### config.mk
export PLATFORM = sky130hd
export DESIGN_NAME = aluExecUnit
export DESIGN_NICKNAME = d
export VERILOG_FILES = /design/src/source/aluPkg.sv /design/src/source/aluControlDecode.sv /design/src/source/rippleAdder.sv /design/src/source/aluCore.sv /design/src/source/resultQueue.sv /design/src/source/aluExecUnit.sv
export VERILOG_INCLUDE_DIRS = /design/src /design/src/source
export SDC_FILE = /design/constraint.sdc
export NUM_CORES = 1
export LEC_CHECK = 0
export BUFFER_PORTS_ARGS = -buffer_cell sky130_fd_sc_hd__clkbuf_2
export CAP_MARGIN = 40
export CORE_MARGIN = 2
export CORE_UTILIZATION = 60
export CTS_CLUSTER_DIAMETER = 200
export DETAILED_ROUTE_END_ITERATION = 8
export PLACE_DENSITY = 0.88
export SETUP_SLACK_MARGIN = 0.4
export SLEW_MARGIN = 20
export SYNTH_ARGS = -nofsm -noshare
export SYNTH_HDL_FRONTEND = slang
export SYNTH_SLANG_ARGS = --single-unit
### constraint.sdc
create_clock -name clk -period 34.6 [get_ports clk]
set_input_delay 6.92 -clock clk [delete_from_list [all_inputs] [get_ports clk]]
set_output_delay 6.92 -clock clk [all_outputs]
set_load 0.02 [all_outputs]
### src/source/alu_consts.svh
`ifndef ALU_CONSTS_SVH
`define ALU_CONSTS_SVH

// operand and result width of the datapath
`define ALU_WIDTH 32

// opcode field width for eight operations
`define ALU_OP_WIDTH 3

// result queue entries
// the producer also starts with this many request credits
`define ALU_QUEUE_DEPTH 4

// width of the queue occupancy and downstream credit counters
`define ALU_CREDIT_WIDTH 3

`endif

### src/source/aluPkg.sv
`include "alu_consts.svh"

package aluPkg;

  // opcode encoding of the ALU command table
  typedef enum logic [`ALU_OP_WIDTH-1:0] {
    opAdd  = 3'd0,
    opSub  = 3'd1,
    opXor  = 3'd2,
    opSlt  = 3'd3,
    opAnd  = 3'd4,
    opNand = 3'd5,
    opNor  = 3'd6,
    opOr   = 3'd7
  } aluOpE;

  // result mux select where NOR reuses the AND path and NAND the OR path
  typedef enum logic [2:0] {
    selAdd = 3'd0,
    selXor = 3'd1,
    selSlt = 3'd2,
    selAnd = 3'd3,
    selOr  = 3'd4
  } aluSelE;

  typedef struct packed {
    aluOpE                 op;
    logic [`ALU_WIDTH-1:0] operandA;
    logic [`ALU_WIDTH-1:0] operandB;
  } aluReqS;

  typedef struct packed {
    aluSelE sel;
    logic   invertA;
    logic   invertB;
    logic   carryIn;         // also selects subtract in the adder
    logic   enableOverflow;
  } aluCtrlS;

  typedef struct packed {
    logic [`ALU_WIDTH-1:0] result;
    logic                  carryout;
    logic                  overflow;
    logic                  zero;
  } aluRspS;

endpackage

### src/source/aluControlDecode.sv
`include "alu_consts.svh"

module aluControlDecode import aluPkg::*; (
  input  aluOpE   op,
  output aluCtrlS ctrl
);

  always_comb begin
    // defaults give a plain add with no inversion
    ctrl.sel            = selAdd;
    ctrl.invertA        = 1'b0;
    ctrl.invertB        = 1'b0;
    ctrl.carryIn        = 1'b0;
    ctrl.enableOverflow = 1'b1;

    case (op)
      opAdd: begin
        ctrl.sel = selAdd;
      end
      opSub: begin
        ctrl.sel     = selAdd;
        ctrl.carryIn = 1'b1;   // A + ~B + 1
      end
      opXor: begin
        ctrl.sel = selXor;
      end
      opSlt: begin
        ctrl.sel            = selSlt;
        ctrl.invertB        = 1'b1;
        ctrl.carryIn        = 1'b1;
        ctrl.enableOverflow = 1'b0;  // compare only without an overflow report
      end
      opAnd: begin
        ctrl.sel = selAnd;
      end
      opNand: begin
        ctrl.sel     = selOr;  // ~A | ~B
        ctrl.invertA = 1'b1;
        ctrl.invertB = 1'b1;
      end
      opNor: begin
        ctrl.sel     = selAnd; // ~A & ~B
        ctrl.invertA = 1'b1;
        ctrl.invertB = 1'b1;
      end
      opOr: begin
        ctrl.sel = selOr;
      end
      default: begin
        ctrl.sel = selAdd;
      end
    endcase
  end

endmodule

### src/source/rippleAdder.sv
`include "alu_consts.svh"

module rippleAdder (
  input  logic [`ALU_WIDTH-1:0] operandA,
  input  logic [`ALU_WIDTH-1:0] operandB,
  input  logic                  carryIn,
  output logic [`ALU_WIDTH-1:0] sum,
  output logic                  carryout,
  output logic                  overflow
);

  localparam int Width = `ALU_WIDTH;

  logic [Width:0]   carry;      // carry[i] feeds bit i
  logic [Width-1:0] bFlip;      // B after conditional inversion

  assign carry[0] = carryIn;    // +1 completes the two's complement

  genvar i;
  generate
    for (i = 0; i < Width; i = i + 1) begin : genFullAdder
      logic aXorB;

      // subtract when carryIn is set
      assign bFlip[i] = operandB[i] ^ carryIn;
      assign aXorB    = operandA[i] ^ bFlip[i];
      assign sum[i]   = aXorB ^ carry[i];
      // generate or propagate
      assign carry[i+1] = (operandA[i] & bFlip[i]) | (aXorB & carry[i]);
    end
  endgenerate

  assign carryout = carry[Width];

  // signed overflow when carries into and out of the msb differ
  assign overflow = carry[Width] ^ carry[Width-1];

endmodule

### src/source/aluCore.sv
`include "alu_consts.svh"

module aluCore import aluPkg::*; (
  input  logic   clk,
  input  logic   rst,
  input  logic   reqValid,
  input  aluReqS req,
  output logic   coreValid,
  output aluRspS coreRsp
);

  localparam int Width = `ALU_WIDTH;

  aluCtrlS          ctrl;
  logic [Width-1:0] flipA;
  logic [Width-1:0] flipB;
  logic [Width-1:0] andResult;
  logic [Width-1:0] orResult;
  logic [Width-1:0] xorResult;
  logic [Width-1:0] addResult;
  logic [Width-1:0] sltResult;
  logic [Width-1:0] result;
  logic             adderCarry;
  logic             adderOverflow;
  logic             useAdder;
  logic             carryFlag;
  logic             overflowFlag;
  logic             zeroFlag;

  aluControlDecode decode0 (
    .op   (req.op),
    .ctrl (ctrl)
  );

  // inversion feeds the logic units only
  assign flipA = req.operandA ^ {Width{ctrl.invertA}};
  assign flipB = req.operandB ^ {Width{ctrl.invertB}};

  assign andResult = flipA & flipB;
  assign orResult  = flipA | flipB;
  assign xorResult = flipA ^ flipB;

  // adder inverts B itself from carryIn
  rippleAdder adder0 (
    .operandA (req.operandA),
    .operandB (req.operandB),
    .carryIn  (ctrl.carryIn),
    .sum      (addResult),
    .carryout (adderCarry),
    .overflow (adderOverflow)
  );

  // sign of A-B, corrected when the subtraction overflowed
  assign sltResult = {{(Width-1){1'b0}}, addResult[Width-1] ^ adderOverflow};

  always_comb begin
    case (ctrl.sel)
      selAdd:  result = addResult;
      selXor:  result = xorResult;
      selSlt:  result = sltResult;
      selAnd:  result = andResult;
      selOr:   result = orResult;
      default: result = addResult;
    endcase
  end

  assign useAdder = (ctrl.sel == selAdd);

  // carry is meaningful for add, sub and slt
  assign carryFlag    = adderCarry & (useAdder | (ctrl.sel == selSlt));
  assign overflowFlag = adderOverflow & ctrl.enableOverflow & useAdder;
  assign zeroFlag     = (result == '0);

  always_ff @(posedge clk) begin
    if (rst) begin
      coreValid <= 1'b0;
    end else begin
      coreValid <= reqValid;
    end
  end

  // payload only loads on a real request
  always_ff @(posedge clk) begin
    if (reqValid) begin
      coreRsp.result   <= result;
      coreRsp.carryout <= carryFlag;
      coreRsp.overflow <= overflowFlag;
      coreRsp.zero     <= zeroFlag;
    end
  end

endmodule

### src/source/resultQueue.sv
`include "alu_consts.svh"

module resultQueue import aluPkg::*; (
  input  logic   clk,
  input  logic   rst,
  input  logic   coreValid,
  input  aluRspS coreRsp,
  input  logic   rspCredit,
  output logic   rspValid,
  output aluRspS rsp,
  output logic   reqCredit
);

  localparam int Depth = `ALU_QUEUE_DEPTH;
  localparam int PtrW  = (Depth > 1) ? $clog2(Depth) : 1;
  localparam int CntW  = `ALU_CREDIT_WIDTH;
  localparam logic [PtrW-1:0] LastIdx = PtrW'(Depth - 1);

  aluRspS          mem [Depth];
  logic [PtrW-1:0] wrPtr;
  logic [PtrW-1:0] rdPtr;
  logic [CntW-1:0] count;     // entries held
  logic [CntW-1:0] credits;   // downstream slots granted to us
  logic            pop;

  // only entries already counted can leave, so a write waits one edge
  assign pop = (count != '0) && (credits != '0);

  always_ff @(posedge clk) begin
    if (coreValid) begin
      mem[wrPtr] <= coreRsp;
    end
  end

  always_ff @(posedge clk) begin
    if (rst) begin
      wrPtr <= '0;
      rdPtr <= '0;
    end else begin
      if (coreValid) begin
        wrPtr <= (wrPtr == LastIdx) ? '0 : wrPtr + 1'b1;
      end
      if (pop) begin
        rdPtr <= (rdPtr == LastIdx) ? '0 : rdPtr + 1'b1;
      end
    end
  end

  always_ff @(posedge clk) begin
    if (rst) begin
      count <= '0;
    end else begin
      case ({coreValid, pop})
        2'b10:   count <= count + 1'b1;
        2'b01:   count <= count - 1'b1;
        default: count <= count;    // idle or push and pop together
      endcase
    end
  end

  always_ff @(posedge clk) begin
    if (rst) begin
      credits <= '0;
    end else begin
      case ({rspCredit, pop})
        2'b10:   credits <= credits + 1'b1;
        2'b01:   credits <= credits - 1'b1;
        default: credits <= credits;
      endcase
    end
  end

  // registered pop stage
  always_ff @(posedge clk) begin
    if (rst) begin
      rspValid <= 1'b0;
    end else begin
      rspValid <= pop;
    end
  end

  always_ff @(posedge clk) begin
    if (pop) begin
      rsp <= mem[rdPtr];
    end
  end

  // slot freed as the response leaves
  assign reqCredit = rspValid;

endmodule

### src/source/aluExecUnit.sv
`include "alu_consts.svh"

module aluExecUnit import aluPkg::*; (
  input  logic   clk,
  input  logic   rst,
  input  logic   reqValid,
  input  aluReqS req,
  output logic   reqCredit,
  input  logic   rspCredit,
  output logic   rspValid,
  output aluRspS rsp
);

  logic   coreValid;
  aluRspS coreRsp;

  // one cycle compute stage
  aluCore core0 (
    .clk       (clk),
    .rst       (rst),
    .reqValid  (reqValid),
    .req       (req),
    .coreValid (coreValid),
    .coreRsp   (coreRsp)
  );

  // holds results until the consumer grants credit
  resultQueue queue0 (
    .clk       (clk),
    .rst       (rst),
    .coreValid (coreValid),
    .coreRsp   (coreRsp),
    .rspCredit (rspCredit),
    .rspValid  (rspValid),
    .rsp       (rsp),
    .reqCredit (reqCredit)
  );

endmodule

## Word-level counts from Yosys, hierarchy flattened

Memory sizes are Yosys's and may differ from the RTL's. A register that Yosys moved wholly into a read port is not among the register bits.
Index checks and enable logic that the tools add are counted.

- Register bits: 47
- RAM bits: 140
- Output and inout bits: 37
- Logic and storage cells: 263
- Memories kept: 1

- $add $sub $neg: 6
- Eq/ne operators: 17
- Mux-type cells: 12
- Bitwise operators: 203
- Reductions and logical operators: 14

Memory list:

| memory | depth | bits a word | read ports | clocked after memory_dff | write ports | RTL line | text |
|---|---|---|---|---|---|---|---|
| queue0.mem | 4 | 35 | 1 | 1 | 1 | resultQueue.sv:19 | `aluRspS mem [Depth];` |

Operators with widths:

| kind | number |
|---|---|
| $pmux W32 S4 | 1 |
| $xor A1 B1 Y1 | 98 |
| $xor A32 B32 Y32 | 3 |
| $and A1 B1 Y1 | 67 |
| $or A1 B1 Y1 | 33 |
| $and A32 B32 Y32 | 1 |
| $logic_not A32 Y1 | 1 |
| $or A32 B32 Y32 | 1 |
| $eq A3 B3 Y1 const B | 5 |
| $pmux W3 S5 | 1 |
| $eq A3 B2 Y1 const B | 4 |
| $pmux W3 S2 | 2 |
| $reduce_or A2 Y1 | 5 |
| $eq A2 B2 Y1 const B | 4 |
| $add A3 B1 Y3 const B | 2 |
| $eq A3 B1 Y1 const B | 2 |
| $logic_not A3 Y1 | 2 |
| $mux W1 | 6 |
| $reduce_bool A3 Y1 | 2 |
| $sub A3 B1 Y3 const B | 2 |
| $add A2 B1 Y2 const B | 2 |
| $eq A2 B1 Y1 const B | 2 |
| $mux W2 | 2 |
| $reduce_bool A2 Y1 | 2 |
| other kinds (2) | 2 |

## Depth between registers and ports, before layout

- Depth after elaboration: 73
- Depth in mapped cells: 45
- Depth with buffers taken out: 42

## Modules after synthesis

A second synthesis with hierarchy kept.

- Cell total of the unflattened synthesis: 859
- Area total of the unflattened synthesis: 12035.3 µm²

Modules (own cells, without submodules):

| module | instances | cells an instance | area an instance (µm²) | seq. area each (µm²) |
|---|---|---|---|---|
| resultQueue | 1 | 287 | 6718.9 | 5475.3 |
| aluCore | 1 | 429 | 4017.6 | 1071.0 |
| rippleAdder | 1 | 130 | 1224.9 | 0.0 |
| aluControlDecode | 1 | 13 | 73.8 | 0.0 |

## Worst setup path after synthesis

OpenSTA, ideal clock, no wires.

- Path kind: input-to-reg
- Start: in req[66] in the netlist's numbering
- End: reg, netlist name core0.coreRsp[0]
- Setup time: 170 ps
- Arrival: 21309 ps
- Required time: 34430 ps
- Slack: 13121 ps
- Stages: 45
- Path through: buf_6 buf_8 buf_8 buf_6 nor2_1 xor2_1 fa_1 inv_1 fa_1 fa_1 fa_1 fa_1 fa_1 fa_1 fa_1 fa_1 fa_1 fa_1 (+9 left out) fa_1 fa_1 fa_1 fa_1 fa_1 fa_1 fa_1 fa_1 fa_1 inv_1 fa_1 inv_1 fa_1 mux2i_1 a22oi_1 a221oi_1 nand4_1 nor4_2

- Cells in the longest elaborated chain, start to end: 73
- Elaborated cells on any way between the ends: 223
- Classes of those cells: eq/ne (11); mux (5); bitwise (199); reduce/logical (8)

RTL lines:

| item | RTL line | text |
|---|---|---|
| start: declaration | aluExecUnit.sv:7 | `input aluReqS req,` |
| $eq A3 B2 Y1 / $eq A3 B1 Y1 (equally long branches) | aluControlDecode.sv:16 | `case (op)` |
| $reduce_or A2 Y1 (no source line) | -- |  |
| $mux W1 | aluControlDecode.sv:16 |  |
| $xor A1 B1 Y1 | rippleAdder.sv:25 | `assign bFlip[i] = operandB[i] ^ carryIn;` |
| $xor A1 B1 Y1 | rippleAdder.sv:26 | `assign aXorB = operandA[i] ^ bFlip[i];` |
| $and A1 B1 Y1 | rippleAdder.sv:29 | `assign carry[i+1] = (operandA[i] & bFlip[i]) \| (aXorB & carry[i]);` |
| $or A1 B1 Y1 | rippleAdder.sv:29 |  |
| $and A1 B1 Y1 | rippleAdder.sv:29 |  |
| (+58 left out) | -- |  |
| $or A1 B1 Y1 | rippleAdder.sv:29 |  |
| $and A1 B1 Y1 | rippleAdder.sv:29 |  |
| $or A1 B1 Y1 | rippleAdder.sv:29 |  |
| $xor A1 B1 Y1 | rippleAdder.sv:36 | `assign overflow = carry[Width] ^ carry[Width-1];` |
| $xor A1 B1 Y1 | aluCore.sv:54 | `assign sltResult = {{(Width-1){1'b0}}, addResult[Width-1] ^ adderOverflow};` |
| $pmux W32 S4 * | aluCore.sv:57 | `case (ctrl.sel)` |
| $logic_not A32 Y1 * | aluCore.sv:72 | `assign zeroFlag = (result == '0);` |
| via core0.zeroFlag | aluCore.sv:28 | `logic zeroFlag;` |

Mark *: on every way through the listed nets, which the timed path passes. The rest lies on a longest branch.
A chain may end at the register's enable or synchronous reset.

## Final worst setup path

- Start: in req[64] in the netlist's numbering
- End: reg, netlist name core0.coreRsp[0]

- Cells in the longest elaborated chain, start to end: 73
- Elaborated cells on any way between the ends: 223
- Classes of those cells: eq/ne (11); mux (5); bitwise (199); reduce/logical (8)

RTL lines:

| item | RTL line |
|---|---|
| $eq A3 B2 Y1 / $eq A3 B1 Y1 (equally long branches) | aluControlDecode.sv:16 |
| $reduce_or A2 Y1 (no source line) | -- |
| $mux W1 | aluControlDecode.sv:16 |
| $xor A1 B1 Y1 | rippleAdder.sv:25 |
| $xor A1 B1 Y1 | rippleAdder.sv:26 |
| $and A1 B1 Y1 | rippleAdder.sv:29 |
| $or A1 B1 Y1 | rippleAdder.sv:29 |
| $and A1 B1 Y1 | rippleAdder.sv:29 |
| (+58 left out) | -- |
| $or A1 B1 Y1 | rippleAdder.sv:29 |
| $and A1 B1 Y1 | rippleAdder.sv:29 |
| $or A1 B1 Y1 | rippleAdder.sv:29 |
| $xor A1 B1 Y1 | rippleAdder.sv:36 |
| $xor A1 B1 Y1 | aluCore.sv:54 |
| $pmux W32 S4 * | aluCore.sv:57 |
| $logic_not A32 Y1 * | aluCore.sv:72 |
| via core0.zeroFlag | aluCore.sv:28 |

Marks and branches as above.

==> metrics <==
status=complete, no violations; Multi-input gate area=4626 µm²; Power, Total=0.0007536 W; CTS Buffer Depth=3; post-synth top area share=53.36%; design area=13230 µm²; CP Depth=43; HPWL after DPL=16.31 mm; Max Slew Vio Count=0; Slowest cell on crit path=buf_4; Die X=144.4 µm; CTS Hold Bufs=0; Die Ht=144.4 µm; end of the worst hold path=queue0.count[2]; setup bufs post-CTS=0; crit-path leading delay family=adder cells; largest net degree at the start of global routing=47; Post-synth top cells=edfxtp_1, inv_1, ha_1; Avg Inst Size Synth=14.76 µm²; clock latency at the later pin of the worst-skew pair=0.49 ns; Post-Syn Area=11820 µm²; clk_skew=0.01079 ns; NumNets Final=1084; Seq/Total Area, Yosys=55.39%; final hold vios=0; total placed cells including tap cells=1151; Post-Syn Nets=977; Tmin final=22.04 ns; vias=6819; row count=51; vias in the first global route=6813; r2r startpoint=queue0.credits[0]; WP data arrival=22.32 ns; leading area contributor after synthesis=edfxtp_1; routed len/inst=20.42 µm; non-filler instance count after layout=1186; post-route setup TNS=0 ns; routability cong.=0.9150; Root Buffer=clkbuf_16; Area contributors post-synth=edfxtp_1, ha_1, mux4_2; Power Density=56.98 nW/µm²; internal reg-to-reg setup slack=32.27 ns; Hold Path Cell Cnt=2; crit-path max cell delay=0.46 ns; Distinct cells, synth=51; CTS H-Tree Depth=1; CP max FO=38; Via density=5.750; Register Area=6548 µm²; cells after synthesis=801; Async SR Flop Fraction=0%; antenna violations before repair=1; main flop type after synthesis=edfxtp_1; grt total ovfl=0; data required time of the worst path=34.88 ns; layout cell share with drive strength beyond 1=23.02%; CTS buffer count=20; Antenna Nets Post-Route=0; Starting Density=60.93%; #FFs+latches synth=222; fin crit share=63.70%; Syn-to-layout area delta=11.91%; WP buf/inv=6; Hold Crit Start=queue0.count[2]; clk sinks=222; number of I/O port buffers=107; n_diodes=0; Tot GR Track Use=24.15%; Lkg Pwr=5.151 nW; RSZ-0062 raised after global routing=no; Setup-failing EPs final=0; CP endpoint kind=flop; worst hold path type=reg2reg; Reg-to-Reg End=queue0.credits[2]; TritonCTS clock tree=built; Startpoint Class=input pin; CTS clk-pin slew, worst paths=0.06 ns; first-pass GRT wire length=37.69 mm; Post-CTS Resized=0; DP Area=12610 µm²; DRC errors left=0; Die Area=20840 µm²; Fillers=1316; # IOs=108; top-count cell post-synth=edfxtp_1; core area=19400 µm²; total wire length=24.22 mm; Max Cap Viol=0; peak supply drop=0.00003270 V; crit path kind=in2reg; Ys Warns=0; Slew HR=50.87%; Most common cell on crit path=fa_1; Post-synth EDFFs=210; FF-to-FF path depth=8; DR pass1 iterations=5; Util after Layout=68.18%; Slew @ Worst Pin=0.7370 ns; Highest Clock Rate=0.04537 GHz; Initial DRC Count=515
-- final cells by class --
| type | instances | share of cell area (%) |
|---|---|---|
| flip-flops and latches | 222 | 49.50 |
| multi-input cells | 431 | 34.97 |
| repair buffers | 123 | 5.203 |
| clock buffers | 23 | 4.030 |
| inverters | 110 | 3.122 |
| well taps | 265 | 2.507 |
| clock inverters | 12 | 0.6622 |
-- report_power, final --
group | internal (W) | total [W] | switching (W) | leakage, nW
clock network | 0.000118 | 0.000209 | 0.0000914 | 0.298
registers | 0.000334 | 0.000351 | 0.0000168 | 2.03
logic | 0.0000825 | 0.000193 | 0.000110 | 2.82
-- sequential cells by signal (all words and copies together), names as in the netlist --
name	count
queue0.reqCredit	1
queue0.count	3
core0.coreRsp	35
queue0.mem	140
core0.coreValid	1
queue0.credits	3
queue0.rsp	35
queue0.wrPtr	2
queue0.rdPtr	2
-- tightest hold or removal path, delay by kind of cell, from the launching register on --
| family | cells | cell delay, ns |
|---|---|---|
| flops | 1 | 0.31 |
| compound gates | 2 | 0.13 |
-- cell families after synthesis --
kind of cell             share of synthesized area (%)
AO/OA/AOI/OAI                                    5.568
AND/OR/NAND/NOR                                  3.208
XOR/XNOR                                         7.559
multiplexers                                     9.242
flip-flops                                       55.39
adder cells (fa/ha/maj)                          13.28
buffers and inverters                            5.759
-- worst max path at each step --
stage	from	endpoint	slack (ns)
after CTS	req[64]	core0.coreRsp[0]	12.63
after detailed placement	req[64]	core0.coreRsp[0]	12.12
after global placement	req[64]	core0.coreRsp[0]	12.40
final	req[64]	core0.coreRsp[0]	12.56
after floorplan	req[66]	core0.coreRsp[0]	13.12
after global routing	req[64]	core0.coreRsp[0]	11.95
-- per-stage QoR --
stage | hold slack, ns | setup slack [ns]
final | 0.4895 | 12.56
after global routing | 0.5039 | 11.95
after CTS | 0.4899 | 12.63
after detailed placement | 0.4809 | 12.12
after global placement | 0.4713 | 12.40
after floorplan | 0.4587 | 13.12
-- placed cells by master (no fill, tap or decap), types with 11 or more instances in the layout --
cell	count
inv_1	110
dfxtp_1	11
nor2_1	24
nand2_1	19
o221ai_1	12
fa_1	34
edfxtp_1	210
xor2_1	40
buf_4	14
a21oi_1	20
ha_1	71
mux2i_1	27
mux4_2	35
o221a_2	13
clkbuf_2	107
xnor2_1	62
clkbuf_16	21
-- metal layers --
layer	part of all wire, %	up-vias	routed length [µm]	GRT usage, %
met1	41	3396	10030	32.91
met3	6.7	54	1625	3.278
met4	2.4	2	592	7.511
met5	0.054	-	13	0
met2	49	305	11960	40.86
li1	-	3062	-	-
Power figures use the tool's default switching activity.
